[src/miniSrcPkg.sv]
`default_nettype none

package miniSrcPkg;

    localparam int wordWidth  = 32;   // datapath word.
    localparam int regCount   = 16;   // general registers r0..r15.
    localparam int memDepth   = 512;  // ram words.
    localparam int shamtWidth = 5;    // shift count bits taken from the bus.

    typedef logic [wordWidth-1:0] wordT;   // bus, registers, port data.
    typedef logic [3:0]           regIdxT; // register number.
    typedef logic [4:0]           opcodeT; // alu opcode field.
    typedef logic [8:0]           addrT;   // ram word address.

    // alu opcodes, immediate forms reuse add, and, or.
    localparam opcodeT opAdd = 5'b00011; // also addi.
    localparam opcodeT opSub = 5'b00100;
    localparam opcodeT opShr = 5'b00101; // logical right.
    localparam opcodeT opShl = 5'b00111;
    localparam opcodeT opAnd = 5'b01010; // also andi.
    localparam opcodeT opOr  = 5'b01011; // also ori.
    localparam opcodeT opNeg = 5'b10001;
    localparam opcodeT opNot = 5'b10010;
    localparam opcodeT opNop = 5'b11010; // result is zero.

    // instruction register field positions.
    localparam int raLsb  = 23; // ra in ir[26:23].
    localparam int rbLsb  = 19; // rb in ir[22:19].
    localparam int rcLsb  = 15; // rc in ir[18:15].
    localparam int cWidth = 19; // c in ir[18:0].

endpackage

`default_nettype wire

[src/ioPorts.sv]
`timescale 1ns/1ps
`default_nettype none

module ioPorts (
    input  wire              clock,
    input  wire              rstN,
    input  miniSrcPkg::wordT busData,
    input  miniSrcPkg::wordT inPortDataIn, // external input pins.
    input  wire              inPort_en,    // sample external input.
    input  wire              outPort_en,   // load output from bus.
    output miniSrcPkg::wordT inPortOut,
    output miniSrcPkg::wordT outPortData   // registered, zero after reset.
);

    miniSrcPkg::wordT inReg;
    miniSrcPkg::wordT outReg;

    always_ff @(posedge clock) begin
        if (!rstN) begin
            inReg  <= '0;
            outReg <= '0;
        end else begin
            if (inPort_en) inReg <= inPortDataIn; // outside world in.
            if (outPort_en) outReg <= busData;    // bus out.
        end
    end

    assign inPortOut   = inReg;
    assign outPortData = outReg;

endmodule

`default_nettype wire

[config.mk]
export PLATFORM = sky130hd
export DESIGN_NAME = ioPorts
export DESIGN_NICKNAME = d
export VERILOG_FILES = /design/src/miniSrcPkg.sv /design/src/ioPorts.sv
export SDC_FILE = /design/constraint.sdc
export NUM_CORES = 1
export LEC_CHECK = 0
export ABC_AREA = 1
export BUFFER_PORTS_ARGS = -buffer_cell sky130_fd_sc_hd__buf_2
export CAP_MARGIN = 20
export CORE_MARGIN = 4
export CORE_UTILIZATION = 49
export DETAILED_ROUTE_END_ITERATION = 12
export PLACE_DENSITY = 0.87
export RECOVER_POWER = 50
export SLEW_MARGIN = 10
export SYNTH_ARGS = -nofsm -noshare
export SYNTH_HDL_FRONTEND = slang
export SYNTH_SLANG_ARGS = --single-unit
[constraint.sdc]
create_clock -name clock -period 2.4 [get_ports clock]
set_clock_uncertainty 0.2 [all_clocks]
set_input_delay 0.36 -clock clock [delete_from_list [all_inputs] [get_ports clock]]
set_output_delay 0.36 -clock clock [all_outputs]
set_load 0.005 [all_outputs]
==> results.py <==
metrics = {
    "outcome": {
        "run_status": "completed",
    },
    "timing": {
        "setup_viol": 0,
        "finalHoldViolCount": 0,
        "final.min_clock_period_ns": 1.54,
        "holdWs_ns": 0.125,
        "max_slew_margin_pct": 20.4,
        "finalSetupTns_ns": 0,
        "worst_pin_slew_ns": 1.19,
        "rsz0062_at_grt": "false",
        "finalCritPeriodShare_pct": 64.2,
        "fmax_mhz": 649,
        "setup_ws_ns": 0.859,
        "slew_violations": 0,
    },
    "grt": {
        "antenna_found_initial": 0,
        "grt_max_degree": 65,
        "grt_overflow": 0,
        "grt_pass1_wl_um": 9270,
        "track_usage_pct": 17.8,
        "grt_pass1_vias": 2291,
    },
    "routing": {
        "ant_nets": 0,
        "first_iter_violations": 63,
        "viasPerCell": 4.20,
        "vias": 2530,
        "drcViolationCount": 0,
        "wire_per_inst_um": 9.86,
        "drt_pass1_iterations": 4,
        "finalWirelength_um": 5950,
    },
    "setup_path": {
        "cp_max_fo": 64,
        "crit_required_ns": 2.45,
        "r2r_start": "inPortOut[16]$_SDFFE_PN0P_",
        "startpoint_type": "input pin",
        "cp-end-kind": "register",
        "critPathKind": "in -> reg",
        "reg2reg_setup_slack_ns": 1.60,
        "cp.arrival_ns": 1.59,
        "reg2reg_depth": 2,
        "worstReg2RegEnd": "inPortOut[16]$_SDFFE_PN0P_",
    },
    "die": {
        "ios": 132,
        "dieArea_mm2": 0.00675,
        "die_w_um": 82.1,
        "core-area_mm2": 0.00520,
        "initial_core_util_pct": 51.7,
        "die_h_um": 82.1,
        "rows": 26,
    },
    "layout": {
        "finalNetCount": 597,
        "diodes": 0,
        "multi_input_area_um2": 961,
        "drive_gt1_share_pct": 27.0,
        "syn2layout_area_growth_pct": 26.5,
        "ff_latch_area_mm2": 0.00128,
        "final_cells": 603,
        "fillers": 481,
        "utilization_pct": 65.4,
    },
    "cts": {
        "cts_setup_buffers": 0,
        "root_buffer": "clkbuf_8",
        "clockBufferDepth": 2,
        "clk_pin_slew_ns": 0.06,
        "cts_max_level": 3,
        "cts_tree": "built",
        "cts_sinks": 64,
        "cts-buffers-inserted": 9,
        "ctsHoldBuffers": 0,
        "cts_resized": 0,
        "clock_latency_ns": 0.32,
    },
    "yosys": {
        "ys_ff_latch": 64,
        "avgSynthCellArea_um2": 6.65,
        "yosys.area.top_type": "dfxtp_1",
        "synthCells": 405,
        "synth_top_cell_area_share_pct": 47.6,
        "synth.cell_area_mm2": 0.00269,
        "ys_top_cells_by_count": "nand2_1 (128), nor2_1 (128), dfxtp_1 (64), inv_1 (64), buf_6 (14)",
        "synth.net_count": 473,
        "async_flop_share_pct": 0,
        "yosysSeqAreaShare_pct": 47.6,
        "synth_edf_count": 0,
        "ys_types": 6,
        "synth_area_leaders": "dfxtp_1 (48%), nand2_1 (18%), nor2_1 (18%), inv_1 (8.9%), buf_6 (5.9%)",
        "ys_warn_count": 0,
        "synth_flop_cell": "dfxtp_1",
    },
    "placed_design": {
        "pre_cts_slack_ns": 0.910,
        "io_buffers": 131,
        "place_hpwl_um": 4350,
        "place_inst": 588,
        "routabilityCongestion": 0.732,
    },
    "min_path": {
        "min_path_type": "in -> reg",
        "holdPathStages": 5,
        "min_to": "inPortOut[12]$_SDFFE_PN0P_",
        "min-delay-start": "inPortDataIn[12]",
    },
    "power_and_ir_drop": {
        "power_density_mw_per_mm2": 652,
        "leakage_nw": 2.13,
        "vdd_drop_max_v": 0.000387,
    },
    "run": {
        "max-cap-violations": 0,
    },
}
==> critical path, cell delays in order <==
cell and delay (ns):
buf_2 0.08, clkbuf_2 0.88, nand2_1 0.13, nor2_1 0.13
==> routing by layer <==
layer  wire (um)  track usage (%)  vias up
met1        2410             18.8     1070
met4         121             9.30        0
met3         332             4.34       10
met5           0                0        -
met2        3080             32.6       69
li1            -                -     1381
==> metrics by stage <==
step                total power [mW]  area [um2]
floorplan                       1.39        2690
global placement                1.51        3260
detailed placement              1.52        3260
CTS                             2.25        3410
global route                    2.36        3410
finish                          2.22        3410
==> where the power goes <==
part           internal, mW  switching, mW  leakage [nW]
registers              1.14         0.0375         0.532
clock network         0.370          0.351        0.0745
logic                 0.154          0.169          1.53
==> state kept, by name, summed over array words and instances (netlist names) <==
signal and flops:
inPortOut 32, outPortData 32
==> area by class of cell <==
type | count | area share, %
clock inverter | 1 | 0.147
timing repair buffer | 134 | 20.2
inverter | 64 | 7.05
multi-input combinational | 256 | 28.2
tap | 70 | 2.57
sequential | 64 | 37.6
clock buffer | 14 | 4.19
==> cells in the final DEF, fill, tap and decap left out <==
cell	n
buf_12	1
buf_2	131
buf_4	1
clkbuf_1	5
clkbuf_2	1
clkbuf_8	9
clkinv_2	1
dfxtp_1	64
inv_1	64
nand2_1	128
nor2_1	128
==> worst max path at each step <==
stage	endpoint	start	slack (ns)
detailed placement	outPortData[5]$_SDFFE_PN0P_	outPort_en	0.91
finish	inPortOut[11]$_SDFFE_PN0P_	rstN	0.86
CTS	outPortData[5]	outPortData[5]$_SDFFE_PN0P_	1.03
global route	outPortData[15]$_SDFFE_PN0P_	rstN	0.64
floorplan	inPortOut[0]$_SDFFE_PN0P_	rstN	1.34
global placement	outPortData[17]$_SDFFE_PN0P_	outPort_en	0.93
==> cells by family (layout without fill, tap and decap cells) <==
logic type	count (synthesis)	in the layout	share of synthesized area, %
flops	64	64	47.6
simple gates	256	256	35.7
buf+inv	85	213	16.7
Note: power is estimated with default switching activity, not from simulation.
