$ cat src/miniSrcPkg.sv
`default_nettype none

package miniSrcPkg;

    localparam int wordWidth  = 32;   // datapath word.
    localparam int regCount   = 16;   // general registers r0..r15.
    localparam int memDepth   = 512;  // ram words.
    localparam int shamtWidth = 5;    // shift count bits taken from the bus.

    typedef logic [wordWidth-1:0] wordT;   // bus, registers, port data.
    typedef logic [3:0]           regIdxT; // register number.
    typedef logic [4:0]           opcodeT; // alu opcode field.
    typedef logic [8:0]           addrT;   // ram word address.

    // alu opcodes, immediate forms reuse add, and, or.
    localparam opcodeT opAdd = 5'b00011; // also addi.
    localparam opcodeT opSub = 5'b00100;
    localparam opcodeT opShr = 5'b00101; // logical right.
    localparam opcodeT opShl = 5'b00111;
    localparam opcodeT opAnd = 5'b01010; // also andi.
    localparam opcodeT opOr  = 5'b01011; // also ori.
    localparam opcodeT opNeg = 5'b10001;
    localparam opcodeT opNot = 5'b10010;
    localparam opcodeT opNop = 5'b11010; // result is zero.

    // instruction register field positions.
    localparam int raLsb  = 23; // ra in ir[26:23].
    localparam int rbLsb  = 19; // rb in ir[22:19].
    localparam int rcLsb  = 15; // rc in ir[18:15].
    localparam int cWidth = 19; // c in ir[18:0].

endpackage

`default_nettype wire

$ cat src/busArbiter.sv
`timescale 1ns/1ps
`default_nettype none

module busArbiter (
    input  miniSrcPkg::wordT regOut,       // selected register.
    input  miniSrcPkg::wordT pcOut,        // program counter.
    input  miniSrcPkg::wordT mdrOut,       // memory data register.
    input  miniSrcPkg::wordT zOut,         // alu result register.
    input  miniSrcPkg::wordT inPortOut,    // input port register.
    input  miniSrcPkg::wordT cOut,         // sign-extended constant.
    input  wire              Rout,
    input  wire              BAout,
    input  wire              PCout_en,
    input  wire              MDRout,
    input  wire              Zlowout,
    input  wire              inPortOut_en,
    input  wire              Cout,
    output miniSrcPkg::wordT busData       // the shared bus.
);

    logic [5:0] grant; // one-hot, bit 0 highest priority.

    always_comb begin
        grant = '0;
        if (Rout || BAout)    grant[0] = 1'b1; // register bank wins first.
        else if (PCout_en)    grant[1] = 1'b1;
        else if (MDRout)      grant[2] = 1'b1;
        else if (Zlowout)     grant[3] = 1'b1;
        else if (inPortOut_en) grant[4] = 1'b1;
        else if (Cout)        grant[5] = 1'b1; // constant is last.
    end

    // and-or mux, zero when nothing is granted.
    assign busData = ({miniSrcPkg::wordWidth{grant[0]}} & regOut)
                   | ({miniSrcPkg::wordWidth{grant[1]}} & pcOut)
                   | ({miniSrcPkg::wordWidth{grant[2]}} & mdrOut)
                   | ({miniSrcPkg::wordWidth{grant[3]}} & zOut)
                   | ({miniSrcPkg::wordWidth{grant[4]}} & inPortOut)
                   | ({miniSrcPkg::wordWidth{grant[5]}} & cOut);

endmodule

`default_nettype wire

$ cat config.mk
export PLATFORM = sky130hd
export DESIGN_NAME = busArbiter
export DESIGN_NICKNAME = d
export VERILOG_FILES = /design/src/miniSrcPkg.sv /design/src/busArbiter.sv
export SDC_FILE = /design/constraint.sdc
export NUM_CORES = 1
export LEC_CHECK = 0
export BUFFER_PORTS_ARGS = -buffer_cell sky130_fd_sc_hd__buf_2
export CELL_PAD_IN_SITES_DETAIL_PLACEMENT = 0
export CELL_PAD_IN_SITES_GLOBAL_PLACEMENT = 2
export CORE_ASPECT_RATIO = 0.6
export CORE_MARGIN = 2
export CORE_UTILIZATION = 16
export DETAILED_ROUTE_END_ITERATION = 7
export GPL_TIMING_DRIVEN = 0
export PLACE_DENSITY = 0.94
export RECOVER_POWER = 100
export SETUP_SLACK_MARGIN = 0.3
export SLEW_MARGIN = 20
export SYNTH_ARGS = -nofsm -noshare
export SYNTH_HDL_FRONTEND = slang
export SYNTH_SLANG_ARGS = --single-unit
$ cat constraint.sdc
create_clock -name vclk -period 5.4
set_clock_uncertainty 0.05 [all_clocks]
set_input_delay 1.08 -clock vclk [all_inputs]
set_output_delay 1.08 -clock vclk [all_outputs]
set_load 0.01 [all_outputs]
==> impl_metrics.json <==
{
  "run_status": "complete, no violations",
  "synth_top_area_share_pct": 18.9,
  "drt_iter0_markers": 152,
  "grt_pass1_vias": 3180,
  "synth_warnings": 0,
  "cts_resized": 0,
  "synth_area_per_cell_um2": 7.07,
  "layoutNonFillerInstCount": 657,
  "min-delay-start": "inPortOut[22]",
  "ys_seq_area_share_pct": 0,
  "ioPinCount": 231,
  "gp_congestion": 0.986,
  "die_h_um": 88.6,
  "dp_hpwl_mm": 10.3,
  "syn_nets": 469,
  "whs_endpoint": "busData[22]",
  "first_pass_iters": 4,
  "drc": 0,
  "tns_ps": 0,
  "relSlewSlack_pct": 59.7,
  "fin_crit_sh_pct": 75.1,
  "worstSetupEndpointType": "output pin",
  "cts_setup_buffers": 0,
  "grt_max_degree": 11,
  "antenna_found_initial": 1,
  "criticalPathCategory": "primary input to output pin",
  "power_density_mw_per_mm2": 73.3,
  "grt_pass1_wl_mm": 17.3,
  "via_per_inst": 4.92,
  "startpoint_type": "primary input",
  "cts_hold_buf": 0,
  "io_buffers": 227,
  "p_total_uw": 235,
  "finalSetupViolCount": 0,
  "fillers": 1306,
  "multiInputGateArea_mm2": 0.00171,
  "dpl.cell_count": 657,
  "grt_usage_pct": 17.0,
  "regArea_um2": 0,
  "syn_to_final_growth_pct": 67.9,
  "wl_per_cell_um": 18.1,
  "hold_ws_ps": 2430,
  "maxCapViolations": 0,
  "die_area_mm2": 0.0129,
  "slew_viol_final": 0,
  "start_util_pct": 16.7,
  "antenna_cells": 0,
  "rsz0062_at_grt": "false",
  "netlist_instances": 270,
  "num-clock-buffers": 0,
  "nNetsFinal": 698,
  "drtAntennaViolNets": 0,
  "nFlopsAndLatches": 0,
  "core_mm2": 0.0114,
  "synth_area_leaders": "or4bb_1, a211o_1, a2bb2oi_1, a211oi_1, nand3b_1",
  "finalHoldViolations": 0,
  "fmax_mhz": 247,
  "crit_required_ps": 4270,
  "dp_slack_ps": 1320,
  "synth_top_cell_by_area": "or4bb_1",
  "hp-class": "primary input to output pin",
  "holdPathStages": 3,
  "die_w_um": 145,
  "ir_worst_vdd_mv": 0.0224,
  "synth_area_mm2": 0.00191,
  "layout_common_cells": "buf_2, clkbuf_1, nand2_1, or4bb_1, a21oi_1",
  "fin_ws_ps": 1350,
  "drive_gt1_share_pct": 40.8,
  "period_minus_slack_ps": 4050,
  "max_slew.worst_pin.slew_ps": 604,
  "worst-endpoint-arrival_ps": 2920,
  "grt_remaining_overflow": 0,
  "crit_fanout": 10,
  "synth_cell_type_count": 15,
  "rows": 30,
  "final_common_cell": "buf_2",
  "p_leak_uw": 0.00147,
  "vias": 3232,
  "routed_wl_mm": 11.9
}
critical path, stage by stage:
cell and delay, ps:
clkbuf_1 390, clkbuf_1 390, clkbuf_1 410, nand2_1 90, a21oi_1 270, a211o_1 140, clkbuf_1 140
kinds of logic (layout without fill, tap and decap cells):
group	count (synthesis)	after routing	share of synthesized area, %
AOI/OAI and AO/OA	127	127	49.9
and+or+nand+nor	101	101	39.8
buffers and inverters	42	269	10.2
worst max-delay path by stage:
stage,startpoint,cells past startpoint,slack [ps],endpoint
after floorplan,Rout,6,1800,busData[0]
after global placement,Zlowout,7,1340,busData[12]
after detailed placement,Zlowout,7,1320,busData[12]
after CTS,Zlowout,7,1300,busData[12]
after global routing,Zlowout,7,1080,busData[12]
final,Zlowout,7,1350,busData[19]
synthesized netlist by cell type:
cell	instances
or4bb_1	32
nor2_1	1
nand3b_1	31
o211ai_1	1
clkbuf_1	37
a21oi_1	32
nor3b_4	1
a211o_1	31
nand2_1	34
a221o_1	1
a2bb2oi_1	31
or4_4	1
buf_6	5
or2_2	1
a211oi_1	31
metrics by stage:
stage / utilization (%) / cell area (um^2)
6_report: 28.0 / 3210
5_1_grt: 28.0 / 3210
4_1_cts: 28.3 / 3250
3_5_place_dp: 28.3 / 3250
3_3_place_gp: 28.3 / 3250
2_1_floorplan: - / 1910
where the power goes:
part	leakage [uW]	switching, uW	internal, uW
sequential	0	0	0
clock	0	0	0
combinational	0.00147	117	118
total	0.00147	117	118
cell type report:
type                            count  area share (%)
Timing Repair Buffer              227            34.2
Buffer                             42            6.09
Tap cell                          160            6.25
Multi-Input combinational cell    228            53.5
per-layer routing:
layer | vias to the layer above | GRT usage [%] | part of all wire (%)
li1 | 1548 | - | -
met5 | - | 0 | 0
met4 | 0 | 0.900 | 0.39
met3 | 4 | 2.22 | 7.3
met1 | 1511 | 23.9 | 48
met2 | 169 | 29.6 | 45
No activity file was read; power rests on OpenSTA's default activity.
