**config.mk**
```make
export PLATFORM = sky130hd
export DESIGN_NAME = pcIrRegs
export DESIGN_NICKNAME = d
export VERILOG_FILES = /design/src/miniSrcPkg.sv /design/src/pcIrRegs.sv
export SDC_FILE = /design/constraint.sdc
export NUM_CORES = 1
export LEC_CHECK = 0
export BUFFER_PORTS_ARGS = -buffer_cell sky130_fd_sc_hd__clkbuf_2
export CAP_MARGIN = 20
export CELL_PAD_IN_SITES_DETAIL_PLACEMENT = 1
export CELL_PAD_IN_SITES_GLOBAL_PLACEMENT = 2
export CORE_AREA = 2 2 96 98
export CTS_CLUSTER_DIAMETER = 80
export DETAILED_ROUTE_END_ITERATION = 8
export DIE_AREA = 0 0 98 100
export PLACE_DENSITY = 0.76
export SYNTH_ARGS = -nofsm -noshare
export SYNTH_HDL_FRONTEND = slang
export SYNTH_SLANG_ARGS = --single-unit
```
**constraint.sdc**
```tcl
create_clock -name clock -period 0.89 [get_ports clock]
set_clock_uncertainty 0.2 [all_clocks]
set_input_delay 0 -clock clock [delete_from_list [all_inputs] [get_ports clock]]
set_output_delay 0 -clock clock [all_outputs]
set_load 0.05 [all_outputs]
```
**src/miniSrcPkg.sv**
```systemverilog
`default_nettype none

package miniSrcPkg;

    localparam int wordWidth  = 32;   // datapath word.
    localparam int regCount   = 16;   // general registers r0..r15.
    localparam int memDepth   = 512;  // ram words.
    localparam int shamtWidth = 5;    // shift count bits taken from the bus.

    typedef logic [wordWidth-1:0] wordT;   // bus, registers, port data.
    typedef logic [3:0]           regIdxT; // register number.
    typedef logic [4:0]           opcodeT; // alu opcode field.
    typedef logic [8:0]           addrT;   // ram word address.

    // alu opcodes, immediate forms reuse add, and, or.
    localparam opcodeT opAdd = 5'b00011; // also addi.
    localparam opcodeT opSub = 5'b00100;
    localparam opcodeT opShr = 5'b00101; // logical right.
    localparam opcodeT opShl = 5'b00111;
    localparam opcodeT opAnd = 5'b01010; // also andi.
    localparam opcodeT opOr  = 5'b01011; // also ori.
    localparam opcodeT opNeg = 5'b10001;
    localparam opcodeT opNot = 5'b10010;
    localparam opcodeT opNop = 5'b11010; // result is zero.

    // instruction register field positions.
    localparam int raLsb  = 23; // ra in ir[26:23].
    localparam int rbLsb  = 19; // rb in ir[22:19].
    localparam int rcLsb  = 15; // rc in ir[18:15].
    localparam int cWidth = 19; // c in ir[18:0].

endpackage

`default_nettype wire

```
**src/pcIrRegs.sv**
```systemverilog
`timescale 1ns/1ps
`default_nettype none

module pcIrRegs (
    input  wire              clock,
    input  wire              rstN,
    input  miniSrcPkg::wordT busData,
    input  wire              PC_en,   // load pc from bus.
    input  wire              IRin,    // load ir from bus.
    output miniSrcPkg::wordT pcOut,
    output miniSrcPkg::wordT ir
);

    miniSrcPkg::wordT pcReg; // program counter.
    miniSrcPkg::wordT irReg; // current instruction.

    always_ff @(posedge clock) begin
        if (!rstN) begin
            pcReg <= '0; // fetch starts at word 0.
        end else if (PC_en) begin
            pcReg <= busData; // usually z after increment.
        end
    end

    always_ff @(posedge clock) begin
        if (!rstN) begin
            irReg <= '0;
        end else if (IRin) begin
            irReg <= busData; // from mdr during fetch.
        end
    end

    assign pcOut = pcReg;
    assign ir    = irReg;

endmodule

`default_nettype wire

```
==> results of run 1 <==
-- power by group through the flow --
stage	sequential (W)	clock, W	combinational [W]
2_1_floorplan	0.00372	0	0.000433
3_3_place_gp	0.00312	0	0.00134
3_5_place_dp	0.00312	0	0.00136
4_1_cts	0.00314	0.00272	0.00209
5_1_grt	0.00317	0.00289	0.00222
6_report	0.00314	0.00265	0.00213
-- routing by layer --
layer | vias to the layer above | track usage (%) | wire (um)
met5 | - | 0 | 0
met4 | 0 | 4.81 | 76
met3 | 6 | 4.11 | 342
met2 | 53 | 30.1 | 4230
met1 | 976 | 18.6 | 3130
li1 | 956 | - | -
-- cell families after synthesis --
family,count (synthesis),share of synthesized area (%)
buffers and inverters,15,6.83
muxes,64,25.7
DFF,64,51.4
and+or+nand+nor,64,16.1
-- cell usage after synthesis --
library cell	count	area share [%]
dfxtp_1	64	51
buf_12	6	4.8
clkbuf_1	6	0.90
mux2i_1	64	26
buf_2	1	0.20
buf_6	2	0.90
nor2b_1	64	16
-- metrics by stage --
step	hold slack, ns	utilization (%)
3_5_place_dp	0.0869	37.2
5_1_grt	-0.0605	58.2
4_1_cts	-0.0732	57.9
3_3_place_gp	0.0758	37.2
2_1_floorplan	-0.0319	-
6_report	-0.0644	58.2
-- worst max path at each step --
stage	startpoint	to	slack, ns
floorplan	ir[0]$_SDFFE_PN0P_	ir[0]$_SDFFE_PN0P_	-0.05
global placement	IRin	ir[13]$_SDFFE_PN0P_	-0.04
detailed placement	IRin	ir[18]$_SDFFE_PN0P_	-0.09
CTS	ir[10]$_SDFFE_PN0P_	ir[10]	-0.18
global route	pcOut[15]$_SDFFE_PN0P_	pcOut[15]	-0.20
finish	pcOut[15]$_SDFFE_PN0P_	pcOut[15]	-0.17
-- layout make-up --
type	instances	area, um^2	share of cell area [%]
clock buffers	10	128	2.46
well taps	111	139	2.68
repair buffers	142	2260	43.7
flip-flops and latches	64	1520	29.3
clock inverters	5	72.6	1.40
multi-input cells	128	1060	20.4
-- flip-flops by register name, indices dropped and copies added (netlist names) --
register and cells:
ir 32, pcOut 32
-- timing repair --
action / 4_1_cts / 5_1_grt
gates resized for setup: 195 / 6
hold endpoints to repair: 64 / 64
buffers inserted: 3 / 2
endpoints found under the setup margin: 64 / 99
==> results_dict.tcl, run 1 <==
set metrics [dict create \
    status "finished, violations left" \
    failed_checks "negative hold slack, negative setup slack" \
    syn_to_final_growth_pct 108 \
    p_int_w 0.00565 \
    reg2reg_slack_ns -0.14 \
    critical_path_buf_inv_count 1 \
    postPlaceCellArea_um2 3310 \
    pwr-share-comb_pct 26.9 \
    critical_path_class "reg2out" \
    gp_congestion 0.658 \
    min_to "ir[31]$_SDFFE_PN0P_" \
    synth_nets 243 \
    path_cells "clkbuf_16" \
    cellPowerDensity_nw_per_um2 1530 \
    critical_path.top_delay_family "flip-flops" \
    dp_cells 409 \
    cts.htree.levels 3 \
    seq_area_frac_synth_pct 51.4 \
    ir_drop_mv 0.729 \
    hold_depth 3 \
    die_h_um 100 \
    cts_tree "built" \
    p_leak_nw 2.22 \
    cp.arrival_ns 0.86 \
    tightest_slew_ns 0.174 \
    finalHoldViolCount 64 \
    die_area_um2 9800 \
    path_depth 1 \
    drv_cap 0 \
    setup-tns-final_ns -10.09 \
    syn_area_um2 2490 \
    nets 381 \
    grt.overflow.total 0 \
    power_frac_clock_pct 33.4 \
    stdcell_count 460 \
    slew_headroom_pct 88.1 \
    ant_nets 0 \
    hold-worst-slack_ns -0.0644 \
    grt_pass1_vias 2312 \
    drt_pass1_iterations 4 \
    yosysWarnings 0 \
    holdCritStartpoint "rstN" \
    place_ws_ns -0.0926 \
    final_cell_mix "nor2b_1 (64), clkbuf_16 (64), dfxtp_4 (63)" \
    fmax_ghz 0.947 \
    hold_buffers 32 \
    drive_above_1_share_pct 54.4 \
    period_needed_ns 1.06 \
    yosys.cell_types.count 7 \
    drc 0 \
    cpPeakStageDelay_ns 0.36 \
    viasPerCell 4.33 \
    grt_usage_pct 16.3 \
    worstSetupEndpointType "output port" \
    numPortBuffers 99 \
    clock_path_buffers 2 \
    slew_viol_final 0 \
    min_path_type "in2reg" \
    core_um2 8890 \
    drt_iter0_markers 24 \
    clkLatencyLatePin_ns 0.32 \
    num_rows 35 \
    cts-root-buf "clkbuf_8" \
    path_max_fanout 2 \
    syn_avg_cell_area_um2 12.0 \
    swShare_pct 28.6 \
    wire_per_inst_um 16.9 \
    antenna_found_initial 0 \
    power.switching_w 0.00227 \
    power_frac_seq_pct 39.7 \
    initial_core_util_pct 28.0 \
    antenna_cells 0 \
    start_kind "register" \
    ys_seq_elements 64 \
    cts_buffers 9 \
    netlist_instances 207 \
    grt_max_degree 49 \
    period_share_pct 119 \
    totalWireLength_um 7790 \
    fillCellCount 834 \
    fin_area_um2 5180 \
    setup_viol 72 \
    ios 100 \
    r2r-end "pcOut[15]$_SDFFE_PN0P_" \
    total_power_w 0.00792 \
    rsz0062_at_grt "yes" \
    grt_pass1_wl_um 12400 \
    hpwl_um 4240 \
    critPathSlowestCell "dfxtp_4" \
    vias 1991 \
    cp.required_ns 0.69 \
    clkSlewWorstSetupHoldPaths_ns 0.08 \
    setup_ws_ns -0.166 \
    die_w_um 98 \
    r2r_start "pcOut[15]$_SDFFE_PN0P_" \
    clock-sinks 64 \
    reg2reg_depth 3 \
]
Power figures use the tool's default switching activity.
==> run 2, diff against run 1 <==
==> constraint.sdc (replaced) <==
create_clock -name clock -period 1.1 [get_ports clock]
set_clock_uncertainty 0.2 [all_clocks]
set_input_delay 0 -clock clock [delete_from_list [all_inputs] [get_ports clock]]
set_output_delay 0 -clock clock [all_outputs]
set_load 0.05 [all_outputs]
==> results_dict.tcl, run 2 (synthesized netlist as in run 1, its figures left out) <==
set metrics [dict create \
    grt.overflow.total 0 \
    cts-root-buf "clkbuf_8" \
    critical_path_class "reg2out" \
    viasPerCell 4.19 \
    hpwl_um 4070 \
    power_frac_seq_pct 45.9 \
    core_um2 8890 \
    multi_input_area_um2 1040 \
    numPortBuffers 99 \
    totalWireLength_um 6140 \
    nets 377 \
    reg2reg_slack_ns 0.25 \
    place_ws_ns 0.141 \
    min_path_type "in2reg" \
    drt_iter0_markers 12 \
    path_max_fanout 2 \
    path_cells "clkbuf_4" \
    final_cell_mix "mux2i_1 (64), nor2b_1 (64), dfxtp_2 (64)" \
    clock_path_buffers 2 \
    cellPowerDensity_nw_per_um2 1420 \
    clkSlewWorstSetupHoldPaths_ns 0.07 \
    ir_drop_mv 0.611 \
    drv_cap 0 \
    power_frac_clock_pct 30.8 \
    cts_buffers 9 \
    critPathSlowestCell "dfxtp_2" \
    clock-sinks 64 \
    tightest_slew_ns 0.158 \
    num_rows 35 \
    grt_pass1_wl_um 10100 \
    finish.utilization_pct 44.3 \
    ant_nets 0 \
    grt_usage_pct 12.8 \
    cp-startpoint "ir[7]$_SDFFE_PN0P_" \
    setup_viol 0 \
    setup-tns-final_ns 0 \
    cts.htree.levels 3 \
    period_share_pct 96.8 \
    swShare_pct 30.4 \
    initial_core_util_pct 28.0 \
    regArea_um2 1360 \
    path_depth 1 \
    drt_pass1_iterations 2 \
    rsz0062_at_grt "no" \
    r2r-end "ir[7]$_SDFFE_PN0P_" \
    power.switching_w 0.00170 \
    finalHoldViolCount 0 \
    clkLatencyLatePin_ns 0.32 \
    grt_max_degree 36 \
    antenna_cells 0 \
    critical_path.top_delay_family "flip-flops" \
    drc 0 \
    r2r_start "ir[7]$_SDFFE_PN0P_" \
    period_needed_ns 1.06 \
    antenna_found_initial 0 \
    die_area_um2 9800 \
    post_cts_buffers 0 \
    syn_to_final_growth_pct 58.1 \
    die_w_um 98 \
    setup_ws_ns 0.0357 \
    reg2reg_depth 2 \
    ios 100 \
    critPathCapture "ir[7]" \
    critical_path_buf_inv_count 1 \
    cp.arrival_ns 0.86 \
    vias 1917 \
    grt_pass1_vias 2038 \
    slew_headroom_pct 89.1 \
    slew_viol_final 0 \
    drive_above_1_share_pct 52.9 \
    fillCellCount 969 \
    fmax_ghz 0.940 \
    die_h_um 100 \
    cts_tree "built" \
    start_kind "register" \
    status "complete, no violations" \
    pwr-share-comb_pct 23.3 \
    gp_congestion 0.666 \
    p_int_w 0.00389 \
    cpPeakStageDelay_ns 0.32 \
    cp.required_ns 0.90 \
    p_leak_nw 1.84 \
    wire_per_inst_um 13.4 \
    worstSetupEndpointType "output port" \
]
## run 2: metal layers
metal	part of all wire [%]	up-vias	GRT usage, %
met4	1.4	0	5.13
met1	41	911	14.8
met3	5.9	9	4.04
met2	51	54	22.2
met5	0	-	0
li1	-	943	-
## run 2: final cells by class
cell class	instances	area share, %
Sequential cell	64	34.5
Timing Repair Buffer	138	31.3
Multi-Input combinational cell	128	26.4
Clock buffer	12	3.68
Tap cell	111	3.52
Clock inverter	4	0.508
## run 2: through the flow
stage                     total power, W  cells  area [um^2]  hold slack, ns
after floorplan                  0.00344    207         2570         -0.0307
after global placement           0.00369    408         3140          0.0760
after detailed placement         0.00370    408         3140          0.0862
after CTS                        0.00570    457         3940        -0.00463
after global routing             0.00588    457         3940          0.0232
final                            0.00560    457         3940          0.0139
## run 2: how the worst min path moves through the flow
stage / startpoint / end / slack (ns) / cells after the start
after CTS: IRin / ir[6]$_SDFFE_PN0P_ / -0.005 / 4
after floorplan: busData[0] / ir[0]$_SDFFE_PN0P_ / -0.03 / 2
final: PC_en / pcOut[24]$_SDFFE_PN0P_ / 0.01 / 4
after detailed placement: busData[26] / pcOut[26]$_SDFFE_PN0P_ / 0.09 / 3
after global placement: busData[25] / ir[25]$_SDFFE_PN0P_ / 0.08 / 3
after global routing: PC_en / pcOut[14]$_SDFFE_PN0P_ / 0.02 / 4
## run 2: timing repair
item                                   in CTS  in global routing
gates resized for setup                    86                 41
setup endpoints to repair                  64                 46
hold buffers                               33                  0
endpoints found under the hold margin      64                  0
## run 2: power by group through the flow
stage	clock [W]	combinational (W)	sequential, W
finish	0.00173	0.00130	0.00257
floorplan	0	0.000350	0.00309
global route	0.00192	0.00138	0.00258
CTS	0.00183	0.00130	0.00256
detailed placement	0	0.00109	0.00261
global placement	0	0.00108	0.00260
==> run 3, diff against run 2 <==
--- a/config.mk
+++ b/config.mk
@@ -11,6 +11,7 @@
 export CELL_PAD_IN_SITES_GLOBAL_PLACEMENT = 2
 export CORE_AREA = 2 2 96 98
 export CTS_CLUSTER_DIAMETER = 80
+export CTS_CLUSTER_SIZE = 16
 export DETAILED_ROUTE_END_ITERATION = 8
 export DIE_AREA = 0 0 98 100
 export PLACE_DENSITY = 0.76
==> constraint.sdc (replaced) <==
create_clock -name clock -period 1.1 [get_ports clock]
set_clock_uncertainty 0.2 [all_clocks]
set_input_delay 0 -clock clock [delete_from_list [all_inputs] [get_ports clock]]
set_output_delay 0 -clock clock [all_outputs]
set_load 0.1 [all_outputs]
==> results_dict.tcl, run 3 (synthesized netlist as in run 1, its figures left out) <==
set metrics [dict create \
    tightest_slew_ns 0.209 \
    fillCellCount 895 \
    clock_path_buffers 2 \
    grt_pass1_wl_um 11000 \
    cp-startpoint "ir[10]$_SDFFE_PN0P_" \
    place_ws_ns 0.120 \
    fmax_ghz 0.935 \
    cellPowerDensity_nw_per_um2 1450 \
    drive_above_1_share_pct 52.9 \
    die_h_um 100 \
    cp.required_ns 0.90 \
    grt_pass1_vias 2184 \
    grt.overflow.total 0 \
    clkLatencyLatePin_ns 0.32 \
    setup_viol 0 \
    nets 379 \
    drv_cap 0 \
    postPlaceCellArea_um2 4260 \
    finalHoldViolCount 42 \
    drc 0 \
    path_cells "buf_12" \
    die_w_um 98 \
    totalWireLength_um 6790 \
    vias 1961 \
    hpwl_um 4870 \
    critical_path.top_delay_family "flip-flops" \
    total_power_w 0.00703 \
    start_kind "register" \
    critical_path_class "reg2out" \
    cts_tree "built" \
    die_area_um2 9800 \
    cts-root-buf "clkbuf_8" \
    failed_checks "negative hold slack" \
    numPortBuffers 99 \
    cp.arrival_ns 0.87 \
    final_cell_mix "buf_12 (68), mux2i_1 (64), nor2b_1 (64)" \
    gp_congestion 0.692 \
    period_needed_ns 1.07 \
    critPathSlowestCell "dfxtp_4" \
    clkSlewWorstSetupHoldPaths_ns 0.07 \
    antenna_cells 0 \
    drt_iter0_markers 8 \
    reg2reg_slack_ns 0.23 \
    hold_buffers 34 \
    viasPerCell 4.27 \
    ant_nets 0 \
    num_rows 35 \
    p_leak_nw 2.06 \
    r2r-end "pcOut[18]$_SDFFE_PN0P_" \
    cts.htree.levels 3 \
    worstSetupEndpointType "output port" \
    rsz0062_at_grt "yes" \
    wire_per_inst_um 14.8 \
    syn_to_final_growth_pct 94.1 \
    antenna_found_initial 0 \
    ir_drop_mv 0.736 \
    slew_viol_final 0 \
    post_cts_buffers 0 \
    fin_area_um2 4840 \
    initial_core_util_pct 28.0 \
    setup_ws_ns 0.0310 \
    grt_usage_pct 14.3 \
    path_max_fanout 2 \
    r2r_start "pcOut[18]$_SDFFE_PN0P_" \
    final_common_cell "buf_12" \
    period_share_pct 97.2 \
    cpPeakStageDelay_ns 0.37 \
    slew_headroom_pct 86.0 \
    grt_max_degree 44 \
    min_path_type "in2reg" \
    status "finished, violations left" \
    reg2reg_depth 2 \
    clock-sinks 64 \
    cts_buffers 9 \
    critPathCapture "ir[10]" \
    path_depth 1 \
    setup-tns-final_ns 0 \
    ios 100 \
    hold-worst-slack_ns -0.0636 \
    critical_path_buf_inv_count 1 \
    drt_pass1_iterations 2 \
    core_um2 8890 \
]
-- run 3: cell types whose count changed in the layout (fill, tap and decap cells not counted), moves of 2 or more --
cell       previous run  this run
dfxtp_4               0        63
dfxtp_2              64         1
clkbuf_8             32        12
clkinv_2              4         0
bufinv_16             0         2
buf_4                40         2
clkbuf_4              2         0
buf_12                5        68
-- run 3: how the worst min path moves through the flow --
stage                            from                endpoint  slack, ns  cells after the start
after floorplan           busData[31]     ir[31]$_SDFFE_PN0P_      -0.03                      2
after global placement     busData[8]   pcOut[8]$_SDFFE_PN0P_       0.08                      3
after detailed placement   busData[0]      ir[0]$_SDFFE_PN0P_       0.09                      3
after CTS                        rstN     ir[30]$_SDFFE_PN0P_     -0.007                      3
after global routing             rstN  pcOut[25]$_SDFFE_PN0P_      -0.05                      3
final                            rstN   pcOut[7]$_SDFFE_PN0P_      -0.06                      3
-- run 3: per-stage QoR --
step                util (%)  cells
floorplan                  -    207
global placement        47.9    409
detailed placement      47.9    409
CTS                     54.3    459
global route            54.4    459
finish                  54.4    459
-- run 3: timing repair --
item                       CTS  global route
gates resized for setup      0             2
setup endpoints to repair    0             3
hold endpoints to repair    64            42
-- run 3: layout make-up --
class | count | area, um^2 | share of cell area [%]
clock inverter | 2 | 60.1 | 1.24
timing repair buffer | 140 | 1910 | 39.4
sequential | 64 | 1520 | 31.4
clock buffer | 14 | 173 | 3.57
tap | 111 | 139 | 2.87
multi-input combinational | 128 | 1040 | 21.5
-- run 3: power breakdown --
group          internal [W]  switching [W]  total, W
Sequential          0.00240       0.000148   0.00255
Clock               0.00147       0.000875   0.00234
Combinational      0.000846        0.00129   0.00214
Total               0.00472        0.00232   0.00703
-- run 3: metal layers --
layer	GRT usage [%]	vias to the layer above	part of all wire [%]
li1	-	958	-
met1	15.6	938	38
met2	25.7	55	54
met3	4.67	10	6.0
met4	5.77	0	1.4
met5	0	-	0
